[src/common/soc_macros.svh]
`ifndef SOC_MACROS_SVH
`define SOC_MACROS_SVH

// bus widths
`define SOC_ADDR_W 32
`define SOC_DATA_W 32
`define SOC_BE_W 4

// scratch RAM word index, 1024 words
`define RAM_ADDR_BITS 10

`define LED_W 8
`define KEY_W 2

// key debounce pacing
`define KEY_TICK_CYCLES 16
`define KEY_STABLE_TICKS 3

// address bits that pick the region
`define RGN_SEL_HI 31
`define RGN_SEL_LO 30

`endif

[src/hdl/sample_tick_timer.sv]
`include "soc_macros.svh"

module sample_tick_timer #(
  parameter int PERIOD = `KEY_TICK_CYCLES
) (
  input  logic clk,
  input  logic rst_n_i,
  output logic tick_o
);

  localparam int CNT_W = $clog2(PERIOD);
  localparam logic [CNT_W-1:0] CNT_LAST = CNT_W'(PERIOD - 1);

  logic [CNT_W-1:0] cnt_q;

  always_ff @(posedge clk or negedge rst_n_i)
  begin
    if (!rst_n_i)
      cnt_q <= '0;
    else if (cnt_q == CNT_LAST)
      cnt_q <= '0; // wrap
    else
      cnt_q <= cnt_q + 1'b1;
  end

  assign tick_o = (cnt_q == CNT_LAST);

  a_tick_single : assert property (@(posedge clk) disable iff (!rst_n_i)
    tick_o |=> !tick_o);

endmodule

[config.mk]
export PLATFORM = sky130hd
export DESIGN_NAME = sample_tick_timer
export DESIGN_NICKNAME = d
export VERILOG_FILES = /design/src/hdl/sample_tick_timer.sv
export VERILOG_INCLUDE_DIRS = /design/src /design/src/common
export SDC_FILE = /design/constraint.sdc
export NUM_CORES = 1
export LEC_CHECK = 0
export ABC_CLOCK_PERIOD_IN_PS = 1200
export BUFFER_PORTS_ARGS = -buffer_cell sky130_fd_sc_hd__buf_2
export CAP_MARGIN = 20
export CORE_AREA = 2 2 39 41
export CTS_BUF_LIST = sky130_fd_sc_hd__clkbuf_8
export DETAILED_ROUTE_END_ITERATION = 7
export DIE_AREA = 0 0 41 43
export GPL_TIMING_DRIVEN = 0
export HOLD_SLACK_MARGIN = 0.08
export SKIP_CTS_REPAIR_TIMING = 1
export SLEW_MARGIN = 20
export SYNTH_ARGS = -nofsm -noshare
export SYNTH_HDL_FRONTEND = slang
export SYNTH_SLANG_ARGS = --single-unit
export TNS_END_PERCENT = 30
[constraint.sdc]
create_clock -name clk -period 1.2 [get_ports clk]
set_input_delay 0.24 -clock clk [delete_from_list [all_inputs] [get_ports clk]]
set_output_delay 0.24 -clock clk [all_outputs]
set_load 0.05 [all_outputs]
# After elaboration in Yosys (flattened, before gate mapping)
# Index checks and enable logic that the tools add are counted.
dict set report word_totals {
  register_bits 4
  input_bits 2
}
dict set report classes {
  eq_ne 1
  n_mux 1
  addsub 1
}
# operator n
set ops {}
lappend ops {{$add 4x1->4 const B} 1}
lappend ops {{$eq 4x4->1 const B} 1}
lappend ops {{$mux 4} 1}

# Depth between registers and ports, before layout
dict set report logic_depth {
  word_depth 2
  depth_mapped 3
  ltp_nobuf 3
}

# Least setup slack after synthesis
# No wires, ideal clock.
dict set report synth_path {
  kind {register to output}
  from {register cnt_q[0]}
  to {output port tick_o}
  setup_slack_ns 0.066
  n_path_buf 0
  required_ns 0.960
  path_stages_with_launch 3
  arrival_time_ns 0.894
  cell_sequence {dfrtp_1 > ha_1 > and3_2}
}
dict set report synth_via {
  elab_chain_cells 1
}
# element line_no
set synth_lines {}
lappend synth_lines {{start, declared} sample_tick_timer.sv:14} ;# logic [CNT_W-1:0] cnt_q;
lappend synth_lines {{start signal, assigned} sample_tick_timer.sv:23} ;# cnt_q <= cnt_q + 1'b1;
lappend synth_lines {{$eq 4x4->1} sample_tick_timer.sv:26} ;# assign tick_o = (cnt_q == CNT_LAST);
lappend synth_lines {{end, declared} sample_tick_timer.sv:8} ;# output logic tick_o
# No other way between the ends.

# Final worst setup path
# Same ends and word-level chain as after synthesis.

==> flow_summary.toml <==
[synthesis]
yosysMostFrequentCell = "dfrtp_1"
synth-edff-count = 0
yosysTopAreaCell = "dfrtp_1"
yosys_register_bits = 4
ys_types = 10
synth_top_area_share_pct = 59.26
synthTopCellsByArea = "dfrtp_1, ha_1, a311o_1, and4b_1, and2b_2"
synth_area_per_cell_sq_um = 12.99
yosys_warnings = 0
syn-instance-count = 13
synthesis.area_sq_um = 168.9
syn_nets = 16
async_flop_share_pct = 100.0
synth_ff_type = "dfrtp_1"
ys_seq_area_share_pct = 59.26

[final_layout]
fin_cells = 37
antenna_cells = 0
reg.largest.list = "cnt_q x4"
drive_gt1_share_pct = 47.62
design_area_sq_um = 291.5
area_growth_pct = 72.59
num-fill-cells = 150
nNetsFinal = 26
largest_reg_flops = 4
fin_util_pct = 21.07
regMostFlops = "cnt_q"

[sta]
slew_headroom_pct = 90.48
worst_pin_slew_ps = 142.3
hold_viol = 0
rsz0062_at_grt = "true"
slew_violations = 0
setup_viol = 1
finClkSkew_ps = 1.505
fmax_mhz = 749.5
fin_ws_ps = -134.3
fin_crit_ps = 1334
period_share_pct = 111.2

[routing]
ant_nets = 0
drtPass1Iterations = 2
drc = 0
via_per_inst = 3.270
wl_um = 298
avgRoutedWirePerCell_um = 8.054
vias = 121
drtIter0Drc = 2

[floorplan]
ios = 3
start_util_pct = 12.21
die_width_um = 41
dieArea_sq_mm = 0.001763
die_h_um = 43
row_count = 14
core_sq_mm = 0.001384

[global_route]
first_global_vias = 124
grtUsageTotal_pct = 4.431
antenna_found_initial = 0
overflow = 0
grt_pass1_wl_um = 427
grt_max_degree = 5

[setup_path]
required_ps = 960
critPathKind = "reg -> out"
path_max_fanout = 3
cp-start-kind = "register"
critPathCaptureType = "primary output"
critPathArrivalTime_ps = 1090
crit_path_start = "cnt_q[0]"
timing.rr.start = "cnt_q[0]"

[clock_tree]
cts_max_level = 1
cts.sinks = 4
clk-insertion-delay-late_ps = 210
cts_buffers = 3
clk_path_buf_depth = 2
cts_tree = "built"
clkTransAtPathRegs_ps = 30
root_buffer = "clkbuf_8"

[pwr]
swShare_pct = 14.98
power_leakage_nw = 0.1375
power_frac_comb_pct = 1.4
peakVddDrop_v = 0.0002725
power.switching_mw = 0.06203
seqPwrFrac_pct = 32.8
intPower_mw = 0.3521
power.density_mw_per_mm2 = 1421
clockPowerShare_pct = 65.7

[place]
placed_area_sq_um = 198.9
gp_congestion = 0.5382
portBuffers = 2
place_ws_ps = -79.41
place_inst = 31

[job]
cap_violations = 0

[status]
violations = "setup timing"
outcome = "finished, violations left"

[hold_path]
hp-class = "in -> async"
path summary, 6_finish.rpt:
check,cells after the start,endpoint,slack [ps]
min,2,cnt_q[0],360
min in group clk,1,cnt_q[0],500
max reg2reg,3,cnt_q[3],60
max,3,tick_o,-130
min reg2reg,1,cnt_q[0],500
max in group asynchronous,2,cnt_q[2],720
cells by family after synthesis:
logic type	count (synthesis)	synth area share, %
AO/OA/AOI/OAI	1	5.926
XOR/XNOR	1	5.186
AND/OR/NAND/NOR	5	20.00
adder cells (fa/ha/maj)	1	7.406
buffers and inverters	1	2.220
flip-flops	4	59.26
layer usage:
metal  GRT usage [%]  wire length, um  vias up
met5               0                0        -
met3           4.712               21        0
met1           2.922              127       56
met4           4.000                0        0
met2           6.250              149        3
li1                -                -       62
metrics by stage:
step           total power [mW]  TNS, ps  hold WS (ps)
3_3_place_gp             0.1410   -64.78         47.43
5_1_grt                  0.4283   -159.3         386.2
3_5_place_dp             0.1410   -79.41         47.56
2_1_floorplan            0.1374        0        -55.59
6_report                 0.4141   -134.3         358.2
4_1_cts                  0.4196   -309.6        -176.3
area by class of cell:
class	count	area, sq um	area share [%]
Clock buffer	3	41.29	14.16
Sequential cell	4	100.1	34.33
Tap cell	16	20.02	6.867
Inverter	1	3.754	1.288
Multi-Input combinational cell	8	81.33	27.90
Timing Repair Buffer	5	45.04	15.45
power by group through the flow:
| stage | sequential (mW) | clock, mW | combinational, mW |
|---|---|---|---|
| 2_1_floorplan | 0.137 | 0 | 0.0000000397 |
| 6_report | 0.136 | 0.272 | 0.00600 |
| 3_3_place_gp | 0.137 | 0 | 0.00370 |
| 3_5_place_dp | 0.137 | 0 | 0.00370 |
| 5_1_grt | 0.136 | 0.286 | 0.00690 |
| 4_1_cts | 0.136 | 0.280 | 0.00372 |
worst max-delay path, cell delays in order (launching register included):
cell and delay, ps:
dfrtp_1 400, ha_4 180, and3_4 150, buf_8 140
cell usage in the layout (no fill, tap or decap):
cell / synthesis / final
ha_4: 0 / 1
and4b_1: 1 / 1
and2b_2: 1 / 1
dlygate4sd3_1: 0 / 1
and3_4: 0 / 1
xor2_1: 1 / 1
nor2_1: 1 / 1
buf_8: 0 / 1
inv_1: 1 / 1
a311o_1: 1 / 1
clkbuf_8: 0 / 3
buf_4: 0 / 2
nand2_1: 1 / 1
buf_2: 0 / 1
dfrtp_1: 4 / 4
Note: power is estimated with default switching activity, not from simulation.
