--- src/common/soc_macros.svh ---
`ifndef SOC_MACROS_SVH
`define SOC_MACROS_SVH

// bus widths
`define SOC_ADDR_W 32
`define SOC_DATA_W 32
`define SOC_BE_W 4

// scratch RAM word index, 1024 words
`define RAM_ADDR_BITS 10

`define LED_W 8
`define KEY_W 2

// key debounce pacing
`define KEY_TICK_CYCLES 16
`define KEY_STABLE_TICKS 3

// address bits that pick the region
`define RGN_SEL_HI 31
`define RGN_SEL_LO 30

`endif

--- src/common/soc_pkg.sv ---
`include "soc_macros.svh"

package soc_pkg;

  typedef logic [`SOC_ADDR_W-1:0] addr_t;
  typedef logic [`SOC_DATA_W-1:0] data_t;

  typedef enum logic
  {
    OP_READ  = 1'b0,
    OP_WRITE = 1'b1
  } bus_op_e;

  // decoded from address bits 31:30
  typedef enum logic [1:0]
  {
    RGN_RAM  = 2'b00,
    RGN_NONE = 2'b01, // unmapped
    RGN_LED  = 2'b10,
    RGN_KEYS = 2'b11  // read only
  } region_e;

  typedef enum logic [1:0]
  {
    ST_IDLE   = 2'd0,
    ST_ACCESS = 2'd1,
    ST_RESP   = 2'd2
  } mmc_state_e;

endpackage

--- src/hdl/gpio_regs.sv ---
`include "soc_macros.svh"

module gpio_regs (
  input  logic                clk,
  input  logic                rst_n_i,
  input  logic                sel_i,
  input  soc_pkg::bus_op_e    op_i,
  input  logic                addr_i, // 0 led, 1 keys
  input  soc_pkg::data_t      wdata_i,
  input  logic                sample_tick_i,
  input  logic [`KEY_W-1:0]   key_i,
  output logic [`LED_W-1:0]   led_o,
  output soc_pkg::data_t      rdata_o
);

  localparam int CNT_W = $clog2(`KEY_STABLE_TICKS);
  localparam logic [CNT_W-1:0] CNT_LAST = CNT_W'(`KEY_STABLE_TICKS - 1);

  logic [`LED_W-1:0]            led_q;
  logic [`KEY_W-1:0]            key_meta_q;
  logic [`KEY_W-1:0]            key_sync_q;
  logic [`KEY_W-1:0]            key_deb_q;
  logic [`KEY_W-1:0][CNT_W-1:0] key_cnt_q;
  soc_pkg::data_t               rdata_q;

  always_ff @(posedge clk or negedge rst_n_i)
  begin
    if (!rst_n_i)
      led_q <= '0;
    else if (sel_i && op_i == soc_pkg::OP_WRITE && !addr_i)
      led_q <= wdata_i[`LED_W-1:0];
  end

  // two flop synchronizer
  always_ff @(posedge clk or negedge rst_n_i)
  begin
    if (!rst_n_i)
    begin
      key_meta_q <= '0;
      key_sync_q <= '0;
    end
    else
    begin
      key_meta_q <= key_i;
      key_sync_q <= key_meta_q;
    end
  end

  // accept a change only after enough differing samples in a row
  always_ff @(posedge clk or negedge rst_n_i)
  begin
    if (!rst_n_i)
    begin
      key_deb_q <= '0;
      key_cnt_q <= '0;
    end
    else if (sample_tick_i)
    begin
      for (int k = 0; k < `KEY_W; k++)
      begin
        if (key_sync_q[k] == key_deb_q[k])
          key_cnt_q[k] <= '0; // glitch gone, start over
        else if (key_cnt_q[k] == CNT_LAST)
        begin
          key_deb_q[k] <= key_sync_q[k];
          key_cnt_q[k] <= '0;
        end
        else
          key_cnt_q[k] <= key_cnt_q[k] + 1'b1;
      end
    end
  end

  always_ff @(posedge clk)
  begin
    if (sel_i && op_i == soc_pkg::OP_READ)
      rdata_q <= addr_i ? soc_pkg::data_t'(key_deb_q) : soc_pkg::data_t'(led_q);
  end

  assign led_o   = led_q;
  assign rdata_o = rdata_q;

endmodule

--- config.mk ---
export PLATFORM = sky130hd
export DESIGN_NAME = gpio_regs
export DESIGN_NICKNAME = d
export VERILOG_FILES = /design/src/common/soc_pkg.sv /design/src/hdl/gpio_regs.sv
export VERILOG_INCLUDE_DIRS = /design/src /design/src/common
export SDC_FILE = /design/constraint.sdc
export NUM_CORES = 1
export LEC_CHECK = 0
export BUFFER_PORTS_ARGS = -buffer_cell sky130_fd_sc_hd__buf_2
export CAP_MARGIN = 10
export CORE_MARGIN = 2
export CORE_UTILIZATION = 28
export DETAILED_ROUTE_END_ITERATION = 8
export PLACE_DENSITY = 0.61
export SETUP_SLACK_MARGIN = 0.2
export SYNTH_ARGS = -nofsm -noshare
export SYNTH_HDL_FRONTEND = slang
export SYNTH_SLANG_ARGS = --single-unit
--- constraint.sdc ---
create_clock -name clk -period 1.1 [get_ports clk]
set_clock_uncertainty 0.05 [all_clocks]
set_input_delay 0.165 -clock clk [delete_from_list [all_inputs] [get_ports clk]]
set_output_delay 0.165 -clock clk [all_outputs]
set_load 0.005 [all_outputs]
## Word level (Yosys, flattened, before mapping)

Cells that the tools add are included.

- Register bits after elaboration: 50
- Logic and storage cells: 29
- Output and inout port bits: 40

- Bitwise operators: 3
- Add/subtract/negate cells: 2
- Equality and inequality tests: 4
- Mux-type cells: 5
- Reductions and logical operators: 6

Operators with widths:

| operator | count |
|---|---|
| $mux W2 | 5 |
| $reduce_and A3 Y1 | 2 |
| $add A2 B1 Y2 const B | 2 |
| $eq A2 B2 Y1 const B | 2 |
| $logic_and A1 B1 Y1 | 3 |
| $not A1 Y1 | 3 |
| $eq A1 B1 Y1 | 2 |
| $logic_not A1 Y1 | 1 |

## Logic depth before layout (Yosys ltp)

- Depth in word-level cells: 3
- Depth in mapped cells: 3
- Gate-level depth less buffers: 2

## Worst setup path after synthesis

Ideal clock, no wire load.

- Path type: input to register
- Start point: input port sel_i
- End point: register rdata_q[0], in the netlist rdata_o[0] (enable)
- Slack: 0.092 ns
- Buffers on the path: 0
- Setup time: 0.373 ns
- Arrival: 0.585 ns
- Stages on the path: 1
- Cell sequence: nor2b_1

- Longest elaborated chain between the ends: 1

RTL lines:

| what | line | source |
|---|---|---|
| from (decl) | gpio_regs.sv:6 | `input logic sel_i,` |
| $logic_and A1 B1 Y1 | gpio_regs.sv:76 | `if (sel_i && op_i == soc_pkg::OP_READ)` |
| to (signal assigned) | gpio_regs.sv:77 | `rdata_q <= addr_i ? soc_pkg::data_t'(key_deb_q) : soc_pkg::data_t'(led_q);` |
| to (decl) | gpio_regs.sv:24 | `soc_pkg::data_t rdata_q;` |

No other way between the ends.
A chain may end at the register's enable or synchronous reset.

## Worst setup path after layout

- Start point: register key_cnt_q[0] (netlist bit)
- End point: register key_cnt_q[0] (netlist bit)

- Longest elaborated chain between the ends: 3
- Elaborated cells on any way between the ends: 4
- Those cells by class: 1 x add/sub; 1 x eq/ne; 2 x mux

RTL lines:

| what | line | source |
|---|---|---|
| from (decl) | gpio_regs.sv:23 | `` logic [`KEY_W-1:0][CNT_W-1:0] key_cnt_q; `` |
| from (signal, indexed assignment) | gpio_regs.sv:69 | `key_cnt_q[k] <= key_cnt_q[k] + 1'b1;` |
| $add A2 B1 Y2 or $eq A2 B2 Y1 (tied branches) | gpio_regs.sv:69, gpio_regs.sv:63 |  |
| $mux W2 (*) | gpio_regs.sv:63 | `else if (key_cnt_q[k] == CNT_LAST)` |
| $mux W2 (*) | gpio_regs.sv:61 | `if (key_sync_q[k] == key_deb_q[k])` |

Every way passes the cells marked *; elsewhere a longest branch is shown, timed or not.

==> impl_metrics.env <==
export IMPL_cp_slowest_cell="or3b_1"
export IMPL_hpwl_mm=1.58
export IMPL_clockBufferDepth=2
export IMPL_initial_core_util_pct=29.6
export IMPL_yosys_area_share_simple_pct=10.5
export IMPL_muxShareOfSynthArea_pct=11.2
export IMPL_grt_pass1_wl_mm=3.37
export IMPL_clk_latency_ps=260
export IMPL_yosysSeqAreaShare_pct=57.5
export IMPL_root_buffer="clkbuf_8"
export IMPL_cap_violations=0
export IMPL_path_cells="or3b_1 -> o22ai_2"
export IMPL_synth_top_family_by_area="buffers and inverters"
export IMPL_path_clk_slew_ps=80
export IMPL_ys_ff_latch=26
export IMPL_syn_cell_area_mm2=0.00120
export IMPL_rows=23
export IMPL_die_w_um=69.5
export IMPL_final_setup_tns_ps=0
export IMPL_setup_viol=0
export IMPL_min_period_over_period_pct=98.4
export IMPL_holdWs_ps=77.7
export IMPL_grt_overflow_total=0
export IMPL_die_h_um=69.5
export IMPL_slew_violations=0
export IMPL_final_hold_viol_count=0
export IMPL_max_freq_mhz=924
export IMPL_synth_xor_area_share_pct=1.46
export IMPL_clock_sink_count=26
export IMPL_dr_pass1_iters=2
export IMPL_gp_congestion=0.650
export IMPL_layout_min_cycle_time_ps=1080
export IMPL_syn_avg_cell_area_um2=13.6
export IMPL_synth_fa_ha_area_share_pct=0
export IMPL_grt_use_total_pct=8.98
export IMPL_hold_class="input port to flop"
export IMPL_htreeDepth=1
export IMPL_final_util_pct=38.7
export IMPL_vias=731
export IMPL_die_area_mm2=0.00483
export IMPL_grt_pass1_vias=707
export IMPL_wl_per_cell_um=12.0
export IMPL_grt_max_degree=19
export IMPL_rsz0062_at_grt="yes"
export IMPL_critPathMaxFanout=3
export IMPL_fin_nets=176
export IMPL_crit_type="flop to flop"
export IMPL_status="completed"
export IMPL_wirelength_mm=2.22
export IMPL_power_uw=2720
export IMPL_synth_compound_area_share_pct=2.08
export IMPL_leakage_uw=0.000781
export IMPL_drtIter0Drc=10
export IMPL_core_mm2=0.00406
export IMPL_synthCells=88
export IMPL_drive_gt1_share_pct=51.1
export IMPL_numCtsBuffers=3
export IMPL_cp_start_kind="flop"
export IMPL_synth_distinct_cells=13
export IMPL_cpPeakStageDelay_ps=430
export IMPL_avgViaCountPerCell=3.95
export IMPL_cp_required_ps=1230
export IMPL_drc=0
export IMPL_power_density_mw_per_mm2=1730
export IMPL_syn2layout_area_growth_pct=30.7
export IMPL_cp_end_kind="flop"
export IMPL_cts_tree="yes"
export IMPL_arrival_ps=1210
export IMPL_synth_warnings=0
export IMPL_pin_count=80
export IMPL_diodes=0
export IMPL_n_fill_cell=395
export IMPL_drt_antenna_violating_nets=0
export IMPL_antenna_found_initial=0
export IMPL_numPortBuffers=31
export IMPL_peakVddDrop_mv=0.673
-- kinds of logic after synthesis --
logic type                after synthesis
buffers and inverters                  29
DFF                                    26
and+or+nand+nor                        14
muxes                                  12
AOI/OAI and AO/OA                       4
xor gates and xnor gates                2
other                                   1
-- layer usage --
metal / track usage, % / wire [um] / vias up
li1: - / - / 340
met2: 15.0 / 1100 / 42
met5: 0 / 0 / -
met4: 4.58 / 53 / 0
met3: 2.47 / 171 / 4
met1: 10.6 / 897 / 345
-- timing repair --
action / in CTS / in global routing
gates resized for setup: 2 / 14
pin swaps: 1 / 3
setup endpoints to repair: 24 / 35
endpoints found under the hold margin: 20 / 0
hold buffers: 3 / 0
buffers inserted: 6 / 3
-- synthesized netlist by cell type --
| master | instances | share of area (%) |
|---|---|---|
| inv_1 | 4 | 1.2 |
| conb_1 | 1 | 0.31 |
| edfxtp_1 | 8 | 20 |
| nor2b_1 | 1 | 0.52 |
| dfrtp_1 | 18 | 37 |
| o22ai_1 | 4 | 2.1 |
| buf_4 | 25 | 16 |
| mux2_2 | 12 | 11 |
| or3b_1 | 2 | 1.5 |
| and2b_2 | 6 | 4.4 |
| nand3b_4 | 1 | 1.7 |
| nand3b_1 | 4 | 2.5 |
| xnor2_1 | 2 | 1.5 |
-- per-stage QoR --
stage / setup slack (ps) / std cells / area, um^2
floorplan: 143 / 111 / 1290
global placement: 47.3 / 169 / 1350
detailed placement: 25.5 / 169 / 1350
CTS: 45.7 / 182 / 1490
global route: 14.8 / 185 / 1570
finish: 17.6 / 185 / 1570
-- cell type report --
| cell class | instances | area (um^2) | share of cell area, % |
|---|---|---|---|
| repair buffers | 45 | 303 | 19.3 |
| clock buffers | 4 | 55.1 | 3.51 |
| flip-flops and latches | 26 | 691 | 44.0 |
| multi-input cells | 56 | 444 | 28.3 |
| well taps | 50 | 62.6 | 3.98 |
| inverters | 4 | 15.0 | 0.956 |
-- state kept, by name, indices dropped and copies added (netlist names) --
register / cells
key_sync_q: 2
led_o: 8
rdata_o: 8
key_deb_q: 2
key_cnt_q: 4
key_meta_q: 2
-- worst max-delay path, delay by kind of cell, from the launching register on --
| kind | cells | cell delay, ps |
|---|---|---|
| compound gates | 1 | 130 |
| flops | 1 | 390 |
| simple gates | 1 | 430 |
-- worst paths after layout --
path | start | end | slack, ps | cells past startpoint
min in group asynchronous | rst_n_i | led_o[3] | 310 | 2
min reg2reg | key_meta_q[1] | key_sync_q[1] | 300 | 0
min | wdata_i[2] | led_o[2] | 80 | 2
max in group asynchronous | rst_n_i | led_o[0] | 410 | 2
max reg2reg | key_cnt_q[0] | key_cnt_q[0] | 20 | 2
max | key_cnt_q[0] | key_cnt_q[0] | 20 | 2
-- cell usage in the layout (no fill, tap or decap), types with 4 or more instances in the layout --
cell and instances:
edfxtp_1 8, conb_1 24, clkbuf_8 4, inv_1 4, mux2_2 5, buf_6 6
buf_2 31, buf_4 4, nand3b_1 4, and2b_2 6, mux2_4 7, dfrtp_1 18
-- power by group --
group	switching [uW]	internal, uW	leakage [uW]
logic	279	504	0.000457
registers	150	1190	0.000295
clock network	271	319	0.0000288
total	700	2020	0.000781
(Power assumes the default switching activity.)
