===== src/common/soc_macros.svh =====
`ifndef SOC_MACROS_SVH
`define SOC_MACROS_SVH

// bus widths
`define SOC_ADDR_W 32
`define SOC_DATA_W 32
`define SOC_BE_W 4

// scratch RAM word index, 1024 words
`define RAM_ADDR_BITS 10

`define LED_W 8
`define KEY_W 2

// key debounce pacing
`define KEY_TICK_CYCLES 16
`define KEY_STABLE_TICKS 3

// address bits that pick the region
`define RGN_SEL_HI 31
`define RGN_SEL_LO 30

`endif


===== src/common/soc_pkg.sv =====
`include "soc_macros.svh"

package soc_pkg;

  typedef logic [`SOC_ADDR_W-1:0] addr_t;
  typedef logic [`SOC_DATA_W-1:0] data_t;

  typedef enum logic
  {
    OP_READ  = 1'b0,
    OP_WRITE = 1'b1
  } bus_op_e;

  // decoded from address bits 31:30
  typedef enum logic [1:0]
  {
    RGN_RAM  = 2'b00,
    RGN_NONE = 2'b01, // unmapped
    RGN_LED  = 2'b10,
    RGN_KEYS = 2'b11  // read only
  } region_e;

  typedef enum logic [1:0]
  {
    ST_IDLE   = 2'd0,
    ST_ACCESS = 2'd1,
    ST_RESP   = 2'd2
  } mmc_state_e;

endpackage


===== src/mmc/mmc_fsm.sv =====
`include "soc_macros.svh"

module mmc_fsm (
  input  logic                      clk,
  input  logic                      rst_n_i,
  input  logic                      req_valid_i,
  output logic                      req_ready_o,
  input  soc_pkg::bus_op_e          req_op_i,
  input  soc_pkg::addr_t            req_addr_i,
  input  soc_pkg::data_t            req_wdata_i,
  input  logic [`SOC_BE_W-1:0]      req_be_i,
  output logic                      rsp_valid_o,
  input  logic                      rsp_ready_i,
  output soc_pkg::data_t            rsp_rdata_o,
  output logic                      rsp_err_o,
  output logic                      ram_sel_o,
  output logic                      gpio_sel_o,
  output soc_pkg::bus_op_e          bus_op_o,
  output logic [`RAM_ADDR_BITS-1:0] word_addr_o,
  output soc_pkg::data_t            wdata_o,
  output logic [`SOC_BE_W-1:0]      be_o,
  input  soc_pkg::data_t            ram_rdata_i,
  input  soc_pkg::data_t            gpio_rdata_i
);

  soc_pkg::mmc_state_e       state_q;
  soc_pkg::mmc_state_e       state_d;
  soc_pkg::region_e          region_q;
  soc_pkg::bus_op_e          op_q;
  logic [`RAM_ADDR_BITS-1:0] widx_q;
  soc_pkg::data_t            wdata_q;
  logic [`SOC_BE_W-1:0]      be_q;
  logic                      rsp_valid_q;
  soc_pkg::data_t            rsp_rdata_q;
  logic                      rsp_err_q;
  logic                      req_fire;
  logic                      rsp_load;
  logic                      acc_err;
  soc_pkg::data_t            sel_rdata;

  assign req_fire = req_valid_i && (state_q == soc_pkg::ST_IDLE);
  assign rsp_load = (state_q == soc_pkg::ST_RESP) && !rsp_valid_q; // first RESP cycle

  // unmapped, or a write to the read-only keys
  assign acc_err = (region_q == soc_pkg::RGN_NONE) ||
                   (region_q == soc_pkg::RGN_KEYS && op_q == soc_pkg::OP_WRITE);

  assign sel_rdata = (region_q == soc_pkg::RGN_RAM) ? ram_rdata_i : gpio_rdata_i;

  always_comb
  begin
    state_d = state_q;
    case (state_q)
      soc_pkg::ST_IDLE:
        if (req_valid_i)
          state_d = soc_pkg::ST_ACCESS;
      soc_pkg::ST_ACCESS:
        state_d = soc_pkg::ST_RESP;
      soc_pkg::ST_RESP:
        if (rsp_valid_q && rsp_ready_i)
          state_d = soc_pkg::ST_IDLE;
      default:
        state_d = soc_pkg::ST_IDLE;
    endcase
  end

  always_ff @(posedge clk or negedge rst_n_i)
  begin
    if (!rst_n_i)
    begin
      state_q     <= soc_pkg::ST_IDLE;
      region_q    <= soc_pkg::RGN_RAM;
      op_q        <= soc_pkg::OP_READ;
      rsp_valid_q <= 1'b0;
    end
    else
    begin
      state_q <= state_d;
      if (req_fire)
      begin
        region_q <= soc_pkg::region_e'(req_addr_i[`RGN_SEL_HI:`RGN_SEL_LO]);
        op_q     <= req_op_i;
      end
      if (rsp_load)
        rsp_valid_q <= 1'b1;
      else if (rsp_valid_q && rsp_ready_i)
        rsp_valid_q <= 1'b0;
    end
  end

  always_ff @(posedge clk)
  begin
    if (req_fire)
    begin
      widx_q  <= req_addr_i[`RAM_ADDR_BITS+1:2];
      wdata_q <= req_wdata_i;
      be_q    <= req_be_i;
    end
    if (rsp_load)
    begin
      rsp_err_q   <= acc_err;
      rsp_rdata_q <= (op_q == soc_pkg::OP_READ && !acc_err) ? sel_rdata : '0;
    end
  end

  assign req_ready_o = (state_q == soc_pkg::ST_IDLE);
  assign rsp_valid_o = rsp_valid_q;
  assign rsp_rdata_o = rsp_rdata_q;
  assign rsp_err_o   = rsp_err_q;

  assign ram_sel_o  = (state_q == soc_pkg::ST_ACCESS) && (region_q == soc_pkg::RGN_RAM);
  assign gpio_sel_o = (state_q == soc_pkg::ST_ACCESS) && !acc_err &&
                      (region_q == soc_pkg::RGN_LED || region_q == soc_pkg::RGN_KEYS);

  // gpio targets only look at bit 0
  assign word_addr_o = (region_q == soc_pkg::RGN_RAM) ? widx_q :
                       {{(`RAM_ADDR_BITS-1){1'b0}}, region_q == soc_pkg::RGN_KEYS};
  assign bus_op_o    = op_q;
  assign wdata_o     = wdata_q;
  assign be_o        = be_q;

  a_rsp_stable : assert property (@(posedge clk) disable iff (!rst_n_i)
    rsp_valid_o && !rsp_ready_i |=>
      rsp_valid_o && $stable(rsp_rdata_o) && $stable(rsp_err_o));

  a_one_in_flight : assert property (@(posedge clk) disable iff (!rst_n_i)
    !(req_ready_o && rsp_valid_o));

  a_sel_onehot : assert property (@(posedge clk) disable iff (!rst_n_i)
    $onehot0({ram_sel_o, gpio_sel_o}));

endmodule


===== config.mk =====
export PLATFORM = sky130hd
export DESIGN_NAME = mmc_fsm
export DESIGN_NICKNAME = d
export VERILOG_FILES = /design/src/common/soc_pkg.sv /design/src/mmc/mmc_fsm.sv
export VERILOG_INCLUDE_DIRS = /design/src /design/src/common
export SDC_FILE = /design/constraint.sdc
export NUM_CORES = 1
export LEC_CHECK = 0
export BUFFER_PORTS_ARGS = -buffer_cell sky130_fd_sc_hd__clkbuf_2
export CAP_MARGIN = 20
export CORE_ASPECT_RATIO = 1.2
export CORE_MARGIN = 4
export CORE_UTILIZATION = 40
export DETAILED_ROUTE_END_ITERATION = 16
export GPL_TIMING_DRIVEN = 0
export HOLD_SLACK_MARGIN = 0.08
export PLACE_DENSITY = 0.85
export SETUP_SLACK_MARGIN = 0.3
export SLEW_MARGIN = 20
export SYNTH_ARGS = -nofsm -noshare
export SYNTH_HDL_FRONTEND = slang
export SYNTH_SLANG_ARGS = --single-unit

===== constraint.sdc =====
create_clock -name clk -period 3.46 [get_ports clk]
set_clock_uncertainty 0.05 [all_clocks]
set_input_delay 0.346 -clock clk [delete_from_list [all_inputs] [get_ports clk]]
set_output_delay 0.346 -clock clk [all_outputs]
set_load 0.03 [all_outputs]

# Word-level counts from Yosys, hierarchy flattened
# Index checks and enable logic that the tools add are counted.
# classes
bitwise,1
magnitude_cmp,0
n_div,0
reduce_logical,16
muxes,7
shift,0
mul,0
n_addsub,0
n_eq_ne,7
# op_table
op,n
32-bit two-way mux,1
10-bit two-way mux,1
1-bit logical AND,8
"2-bit equality test, second input constant",3
2-bit one-hot mux with 3 select lines,1
"2-bit by 1-bit equality test with 1-bit output, second input constant",2
2-bit logical NOT,2
2-bit two-way mux,2
1-bit logical NOT,2
1-bit logical OR,2
1-bit two-way mux,2
"2-bit by 1-bit inequality test with 1-bit output, second input constant",1
"2-bit inequality test, second input constant",1
2-bit AND reduction,1
2-bit nonzero test,1
1-bit NOT,1
# word_totals
wordCells,40
mem_bits_rw,0
input_bits,137
register_bits,85
latchBits,0
output_inout_bits,84
mem_bits_ro,0
mem_count,0

# Logic depth before layout (Yosys ltp)
# Gate-level depths: netlist of the first run.
# logic_depth
word_depth,6
mapped_depth,4
depth_no_buf,2

# Least setup slack after synthesis of the first run
# Ideal clock, no wire load.
# synth_timing
kind,reg2reg
startpoint,reg state_q[0]
endpoint,"reg op_q, in the netlist bus_op_o"
required_time_ns,3.285
path_stages_with_launch,3
n_path_buf,0
setup_time_ns,0.125
arrival_time_ns,2.834
period_less_slack_ns,3.008
setup_slack_ns,0.452
path_cell_list,dfrtp_1 nor3b_2 mux2_2
# synth_via
elab_chain_len,2
# synth_rtl
element,line_no,source
from (decl),mmc_fsm.sv:26,soc_pkg::mmc_state_e state_q;
from (signal assigned),mmc_fsm.sv:71,state_q <= soc_pkg::ST_IDLE;
from (signal assigned),mmc_fsm.sv:78,state_q <= state_d;
2-bit logical NOT,mmc_fsm.sv:41,assign req_fire = req_valid_i && (state_q == soc_pkg::ST_IDLE);
1-bit logical AND,mmc_fsm.sv:41,
net req_fire,mmc_fsm.sv:36,logic req_fire;
to (signal assigned),mmc_fsm.sv:73,op_q <= soc_pkg::OP_READ;
to (signal assigned),mmc_fsm.sv:82,op_q <= req_op_i;
to (decl),mmc_fsm.sv:29,soc_pkg::bus_op_e op_q;
# The timed path passes the listed nets, and every way through them passes these cells.
# A chain may end at the register's enable or synchronous reset.

# Worst setup path after layout of the first run
# layout_timing
startpoint,reg region_q[0]
endpoint,out word_addr_o[9]
# layout_via
elab_chain_len,2
# layout_rtl
element,line_no,source
from (decl),mmc_fsm.sv:28,soc_pkg::region_e region_q;
from (signal assigned),mmc_fsm.sv:72,region_q <= soc_pkg::RGN_RAM;
from (signal assigned),mmc_fsm.sv:81,region_q <= soc_pkg::region_e'(req_addr_i[`RGN_SEL_HI:`RGN_SEL_LO]);
2-bit logical NOT,mmc_fsm.sv:116,assign word_addr_o = (region_q == soc_pkg::RGN_RAM) ? widx_q :
10-bit two-way mux,mmc_fsm.sv:116,
to (decl),mmc_fsm.sv:19,"output logic [`RAM_ADDR_BITS-1:0] word_addr_o,"
# No other way between the ends.

==> results of run 1 <==
[critical path, stage by stage (launching register included)]
cell and delay, ns:
dfrtp_1 0.40, buf_6 0.15, buf_8 0.13, nor2_1 0.39, and2_1 0.21, clkbuf_2 0.21
[state kept, by name, indices dropped and copies added, names as in the netlist]
name	flops
bus_op_o	1
region_q	2
wdata_o	32
widx_q	10
be_o	4
rsp_valid_o	1
rsp_rdata_o	32
rsp_err_o	1
state_q	2
[what timing repair did]
| item | CTS | global route |
|---|---|---|
| setup buffers | 0 | 0 |
| hold buffers | 1 | 0 |
| resized for setup | 0 | 0 |
| hold endpoints to repair | 6 | 0 |
[cells by family after synthesis]
| kind of cell | synth area share, % |
|---|---|
| flip-flops | 75.0 |
| AO/OA/AOI/OAI | 5.65 |
| buffers and inverters | 2.75 |
| multiplexers | 1.30 |
| AND/OR/NAND/NOR | 15.3 |
[placed cells by master, fill, tap and decap left out]
cell           netlist  routed
clkbuf_2             0     200
edfxtp_1            79      79
nand2_1             33      33
a21oi_1             32      32
or3b_1              30      30
and2_1              10      10
clkbuf_8             0       9
clkbuf_1             7       8
dfrtp_1              6       6
buf_2                5       5
buf_6                2       3
mux2_2               3       3
buf_8                1       2
nor2_1               3       2
nand2b_1             2       2
or3b_2               2       2
inv_6                0       2
clkinvlp_4           0       2
a21bo_2              1       1
inv_1                1       1
o21a_1               1       1
nor3_1               1       1
nor2_4               0       1
a211oi_1             1       1
nor3b_4              0       1
nor3b_1              1       1
o21ai_0              1       1
mux2i_1              1       1
clkinv_4             0       1
clkinv_2             0       1
dlygate4sd3_1        0       1
buf_12               0       1
[power by group through the flow]
stage / Clock (µW) / Sequential, µW / Combinational [µW]
after floorplan: 0 / 2010 / 696
after global placement: 0 / 1610 / 1580
after detailed placement: 0 / 1610 / 1660
after CTS: 648 / 1580 / 1670
after global routing: 690 / 1610 / 1770
final: 619 / 1580 / 1640
[Yosys cell counts (2+ instances only)]
cell	instances
mux2_2	3
nor2_1	3
dfrtp_1	6
or3b_2	2
buf_2	5
and2_1	10
or3b_1	30
clkbuf_1	7
nand2_1	33
a21oi_1	32
edfxtp_1	79
nand2b_1	2
buf_6	2
[per-stage QoR]
stage | cell area [µm²] | utilization [%]
after global routing | 4750 | 58.3
after floorplan | 3360 | -
after global placement | 4510 | 55.3
final | 4750 | 58.3
after detailed placement | 4570 | 56.0
after CTS | 4750 | 58.3
[per-layer routing]
| layer | share of wire, % | GRT usage (%) |
|---|---|---|
| met4 | 2.4 | 7.75 |
| met5 | 0 | 0 |
| met3 | 4.9 | 3.48 |
| met2 | 56 | 30.2 |
| met1 | 37 | 20.7 |
[final cells by class]
class | instances | area, µm²
fillers | 665 | 3400
flip-flops and latches | 85 | 2520
repair buffers | 204 | 1060
multi-input cells | 123 | 763
well taps | 114 | 143
clock buffers | 10 | 128
plain buffers | 15 | 88.8
clock inverters | 6 | 46.3
inverters | 1 | 3.75
[how the worst min path moves through the flow]
stage,from,to,slack (ns),cells after the start
floorplan,rst_n_i,bus_op_o$_DFFE_PN0P_,0.0004,0
CTS,req_wdata_i[31],wdata_o[31]$_DFFE_PP_,0.09,1
global placement,rst_n_i,bus_op_o$_DFFE_PN0P_,0.13,1
global route,req_addr_i[3],widx_q[1]$_DFFE_PP_,0.08,1
finish,req_wdata_i[8],wdata_o[8]$_DFFE_PP_,0.11,1
detailed placement,rst_n_i,bus_op_o$_DFFE_PN0P_,0.13,1
==> out/metrics.csv, run 1 <==
metric,value,unit
outcome,finished clean,
cells after synthesis,224,
clk slew on worst S/H paths,0.09,ns
die area,9950,µm²
# setup viols final,0,
Critical Path Start Type,register,
CTS Buf Count,9,
Clock Path Buffers,2,
RR Startpoint,state_q[0]$_DFFE_PN0P_,
Power Dens Cells,807,nW/µm²
Final nets,576,
reg2reg setup slack,1.44,ns
highest clock rate,445,MHz
mean post-synth cell area,15.0,µm²
Most used DFF post-synth,edfxtp_1,
Hold Path Class,input port to register,
total power,3830,µW
post-synthesis register bit count,85,
sequential share of power,41.2,%
fin crit share,65.0,%
DRT antenna net count,0,
slew margin rel.,44.4,%
mean number of vias per cell,4.64,
I/O Buffers,200,
Slew @ Worst Pin,0.832,ns
Clock Power Share,16.2,%
launch point of the critical path,region_q[0]$_DFFE_PN0P_,
reg2reg path depth,3,
Int Pwr,2250,µW
Tot GR Track Use,17.3,%
"area leader, netlist",edfxtp_1,
pre-CTS WS,1.44,ns
Yosys Warn Count,0,
Post-Place Cells,541,
vias in the first global route,2614,
total routed wirelength,8950,µm
Clock Latency Late Sink,0.35,ns
final non-filler cell total,558,
CTS tree,built,
vias after detailed routing,2588,
crit end category,primary output,
Die Width,91.7,µm
Required @ worst endpoint,3.06,ns
setup slack after layout,1.21,ns
RSZ-0062 raised after global routing,false,
"Cell Area, Synth",3360,µm²
P_sw,1590,µW
ys async rst share,7.06,%
Critical Path AT,1.85,ns
Period minus WS final,2.25,ns
DRC violations left,0,
max cap viols,0,
Synth area leaders,"edfxtp_1 71%, or3b_1 7.8%, a21oi_1 4.8%",
WL/cell,16.0,µm
Synth cell types,23,
Core Footprint,8150,µm²
first-pass GRT wire length,13100,µm
grt ovf,0,
die height,108,µm
Max VDD drop,524,µV
clock sink count,85,
worst reg2reg endpoint,wdata_o[3]$_DFFE_PP_,
starting density of the core,41.3,%
post-synthesis sequential area ratio,75.0,%
final setup TNS,0,ns
initial antenna violation count,0,
final hold violation count,0,
Syn Nets,361,
CTS HTree Levels,3,
Root Driver,clkbuf_8,
total I/O pin count,221,
top cell type's share of synthesized area,70.5,%
placed wire-length estimate,7120,µm
Comb power frac,42.7,%
crit path kind,register to primary output,
P&R area growth vs syn,41.2,%
Cell Rows,36,
Fin Hold WS,0.114,ns
largest net degree at the start of global routing,29,
switch share,41.4,%
P_leak,0.00209,µW
n_diodes,0,
Worst setup endpoint,word_addr_o[9],
drt pass-1 iters,4,
initial DRC count,129,
max-slew violation count,0,
share of cells above drive strength 1,52.7,%
CP max FO,10,
"EDFF count, synth",79,
RD Place Congestion,0.728,
Note: power is estimated with default switching activity, not from simulation.
==> inputs of run 2 (changes only) <==
==> constraint.sdc (replaced) <==
create_clock -name clk -period 2.1 [get_ports clk]
set_clock_uncertainty 0.05 [all_clocks]
set_input_delay 0.21 -clock clk [delete_from_list [all_inputs] [get_ports clk]]
set_output_delay 0.21 -clock clk [all_outputs]
set_load 0.03 [all_outputs]
==> out/metrics.csv, run 2 (synthesis gave the netlist of run 1 again) <==
metric,value,unit
max cap viols,0,
"most common cell after layout, fill and taps aside",clkbuf_2,
Tot GR Track Use,21.8,%
Hold Path End,rsp_rdata_o[5]$_SDFFCE_PN0P_,
CP max FO,8,
crit end category,primary output,
share of cells above drive strength 1,50.5,%
DRC violations left,0,
reg2reg setup slack,0.42,ns
GR Util met2,38.9,%
Clock Latency Late Sink,0.36,ns
Cell Rows,36,
Critical Path AT,1.49,ns
hold path depth,3,
CTS Buf Count,9,
Slew @ Worst Pin,0.522,ns
Core Footprint,8150,µm²
grt ovf,0,
most frequent cells in the layout,"188 x clkbuf_2, 79 x edfxtp_1, 52 x dlygate4sd3_1, 33 x nand2_1, 32 x a21oi_1",
clk slew on worst S/H paths,0.10,ns
crit path kind,register to primary output,
P_leak,0.00239,µW
fin crit share,83.5,%
die height,108,µm
clock sink count,85,
Final nets,633,
highest clock rate,570,MHz
GR met1 Demand/Resource,24.4,%
RR Startpoint,state_q[0]$_DFFE_PN0P_,
Max VDD drop,803,µV
Hold Path Class,input port to register,
max-slew violation count,0,
CTS HTree Levels,3,
CTS tree,built,
placed wire-length estimate,7120,µm
vias after detailed routing,2878,
mean number of vias per cell,4.67,
initial antenna violation count,0,
total I/O pin count,221,
Clock Path Buffers,2,
slew margin rel.,65.1,%
I/O Buffers,200,
Period minus WS final,1.75,ns
DRT antenna net count,0,
Post-Layout Inst Area,5470,µm²
largest net degree at the start of global routing,19,
# setup viols final,0,
P&R area growth vs syn,62.4,%
vias in the first global route,3012,
Die Width,91.7,µm
total routed wirelength,11000,µm
RD Place Congestion,0.752,
reg2reg path depth,2,
starting density of the core,41.3,%
die area,9950,µm²
drt pass-1 iters,4,
first-pass GRT wire length,16100,µm
area of placed instances,4550,µm²
RSZ-0062 raised after global routing,true,
Root Driver,clkbuf_8,
final hold violation count,0,
grt met3 use,6.19,%
Fin Hold WS,0.127,ns
Power Dens Cells,1280,nW/µm²
hold path start,gpio_rdata_i[5],
Critical Path Start Type,register,
Required @ worst endpoint,1.84,ns
initial DRC count,122,
WL/cell,17.8,µm
worst reg2reg endpoint,rsp_rdata_o[13]$_SDFFCE_PN0P_,
outcome,finished clean,
gr busiest metal,met2,
## run 2: metrics by stage
step | TNS [ns] | utilization (%) | instances | worst slack [ns] | power, µW
2_1_floorplan | -6.00 | - | 224 | -0.254 | 4470
3_3_place_gp | -23.45 | 55.5 | 538 | -0.605 | 5250
3_5_place_dp | 0 | 55.8 | 540 | 0.0721 | 5350
4_1_cts | 0 | 66.3 | 614 | 0.260 | 6850
5_1_grt | 0 | 67.0 | 615 | 0.254 | 7310
6_report | 0 | 67.0 | 616 | 0.346 | 6970
## run 2: report_power, final
part	switching [µW]	internal (µW)	leakage, µW	total [µW]
combinational	2030	1080	0.00147	3110
clock	658	567	0.000105	1230
sequential	185	2450	0.000815	2640
## run 2: layout make-up
cell class / count / area, µm²
clock buffer: 9 / 124
buffer: 15 / 103
timing repair buffer: 259 / 1670
antenna: 1 / 2.50
inverter: 1 / 3.75
clock inverter: 7 / 78.8
multi-input combinational: 125 / 818
tap: 114 / 143
sequential: 85 / 2520
fill: 586 / 2690
## run 2: critical path, stage by stage (launching register included)
cell	delay, ns
dfrtp_1	0.40
buf_6	0.13
buf_12	0.13
nor2_4	0.17
and2_4	0.16
clkbuf_8	0.15
## run 2: worst max path at each step
stage                                  startpoint                       to  slack, ns  cells past startpoint
after floorplan            state_q[1]$_DFFE_PN0P_     bus_op_o$_DFFE_PN0P_      -0.25                      2
after global placement     state_q[1]$_DFFE_PN0P_  region_q[1]$_DFFE_PN0P_      -0.61                      2
after detailed placement   state_q[1]$_DFFE_PN0P_    wdata_o[17]$_DFFE_PP_       0.07                      3
after CTS                 region_q[0]$_DFFE_PN0P_           word_addr_o[2]       0.26                      5
after global routing       state_q[1]$_DFFE_PN0P_               gpio_sel_o       0.25                      3
final                     region_q[0]$_DFFE_PN0P_           word_addr_o[1]       0.35                      5
## run 2: timing repair
item	CTS	global route
setup buffers	4	1
cloned	2	0
gates resized for setup	24	30
endpoints found under the hold margin	58	0
pin swaps	3	6
hold buffers	52	0
setup endpoints to repair	79	11
## run 2: routing by layer
metal / share of wire, % / vias to the layer above / wire (µm)
li1: - / 1368 / -
met1: 36 / 1375 / 3920
met2: 56 / 112 / 6110
met3: 6.0 / 23 / 657
met4: 2.8 / 0 / 311
met5: 0 / - / 0
==> inputs of run 3 (changes only) <==
==> constraint.sdc (replaced) <==
create_clock -name clk -period 1.8 [get_ports clk]
set_clock_uncertainty 0.05 [all_clocks]
set_input_delay 0.18 -clock clk [delete_from_list [all_inputs] [get_ports clk]]
set_output_delay 0.18 -clock clk [all_outputs]
set_load 0.03 [all_outputs]
==> out/metrics.csv, run 3 (synthesis gave the netlist of run 1 again) <==
metric,value,unit
outcome,finished clean,
die area,9950,µm²
total I/O pin count,221,
Power Dens Cells,1540,nW/µm²
highest clock rate,586,MHz
Period minus WS final,1.71,ns
# setup viols final,0,
CTS HTree Levels,3,
n_diodes,0,
Required @ worst endpoint,1.57,ns
Critical Path Start Type,register,
slew margin rel.,77.7,%
max-slew violation count,0,
I/O Buffers,200,
P&R area growth vs syn,76.0,%
grt ovf,0,
final hold violation count,0,
placed wire-length estimate,6900,µm
end-of-flow core utilization,72.6,%
die height,108,µm
FILL cells,515,
total power,9110,µW
Die Width,91.7,µm
DRT antenna net count,0,
Post-Place Cells,541,
share of cells above drive strength 1,61.8,%
first-pass GRT wire length,17200,µm
largest net degree at the start of global routing,19,
Final nets,651,
"most common cell after layout, fill and taps aside",clkbuf_2,
fin crit share,94.9,%
WL/cell,18.8,µm
Clock Path Buffers,2,
clock sink count,85,
RR Startpoint,region_q[0]$_DFFE_PN0P_,
CTS Buf Count,9,
P_leak,0.00256,µW
reg2reg setup slack,0.19,ns
Hold Path Class,input port to register,
Root Driver,clkbuf_8,
most frequent cells in the layout,"190 x clkbuf_2, 79 x edfxtp_1, 52 x dlygate4sd3_1, 31 x nand2_1, 25 x a21oi_2",
setup slack after layout,0.0923,ns
RD Place Congestion,0.781,
Cell Rows,36,
launch point of the critical path,region_q[0]$_DFFE_PN0P_,
Clock Latency Late Sink,0.34,ns
drt pass-1 iters,4,
crit-path max cell delay,0.40,ns
Max VDD drop,939,µV
Critical Path AT,1.48,ns
hold path start,gpio_rdata_i[16],
final non-filler cell total,633,
mean number of vias per cell,4.83,
CTS tree,built,
clk slew on worst S/H paths,0.08,ns
max cap viols,0,
crit path kind,register to primary output,
initial DRC count,185,
vias in the first global route,3237,
RSZ-0062 raised after global routing,true,
CP max FO,8,
DRC violations left,0,
vias after detailed routing,3059,
"critical path, cell by cell",buf_6 > buf_12 > nor2_4 > and2_4 > buf_8,
starting density of the core,41.3,%
crit end category,primary output,
Seq. cell area,2530,µm²
initial antenna violation count,0,
total routed wirelength,11900,µm
Tot GR Track Use,23.1,%
pre-CTS WS,-0.0664,ns
CP max stage cell,dfrtp_1,
footprint of the multi-input gates,982,µm²
Slew @ Worst Pin,0.335,ns
Core Footprint,8150,µm²
## run 3: area by class of cell
class | count | area share, %
Clock inverter | 5 | 1.01
Sequential cell | 85 | 42.7
Buffer | 15 | 2.75
Timing Repair Buffer | 277 | 32.3
Multi-Input combinational cell | 125 | 16.6
Tap cell | 114 | 2.41
Inverter | 1 | 0.0634
Clock buffer | 11 | 2.22
## run 3: path summary, 6_finish.rpt
path | to | cells past startpoint
max in group asynchronous | region_q[1]$_DFFE_PN0P_ | 2
worst max-delay path | word_addr_o[2] | 5
min in group asynchronous | rsp_valid_o$_DFFE_PN0P_ | 2
worst min register to register | state_q[0]$_DFFE_PN0P_ | 1
worst max register to register | rsp_rdata_o[2]$_SDFFCE_PN0P_ | 6
worst min-delay path | rsp_rdata_o[16]$_SDFFCE_PN0P_ | 3
## run 3: power breakdown
group          switching [µW]  leakage [µW]  internal, µW
logic                    2730       0.00165          1970
clock network             686     0.0000939           648
registers                 218      0.000814          2860
## run 3: what timing repair did
action                                  in CTS  in global routing
buffers inserted                            16                  4
gates resized for setup                     63                 77
hold buffers                                52                  0
gates cloned                                 2                  2
endpoints found under the setup margin      93                 93
endpoints found under the hold margin       58                  0
pin swaps                                   22                 31
## run 3: metrics by stage
| step | area [µm²] | TNS, ns | hold WS, ns |
|---|---|---|---|
| after global routing | 5920 | 0 | 0.104 |
| after detailed placement | 4570 | -2.11 | -0.0378 |
| after floorplan | 3390 | -20.70 | -0.166 |
| final | 5920 | 0 | 0.128 |
| after CTS | 5670 | 0 | 0.110 |
| after global placement | 4530 | -39.43 | -0.0382 |
## run 3: critical path: cells and delay by family (launching register included)
family	cells	cell delay, ns
DFF	1	0.40
buffers and inverters	3	0.38
and+or+nand+nor	2	0.36
## run 3: metal layers
| layer | global-route usage (%) | part of all wire (%) | vias to the layer above | wire [µm] |
|---|---|---|---|---|
| li1 | - | - | 1402 | - |
| met2 | 42.3 | 57 | 136 | 6720 |
| met1 | 25.8 | 34 | 1492 | 4020 |
| met3 | 5.64 | 6.1 | 29 | 725 |
| met5 | 0 | 0 | - | 0 |
| met4 | 9.24 | 3.4 | 0 | 403 |
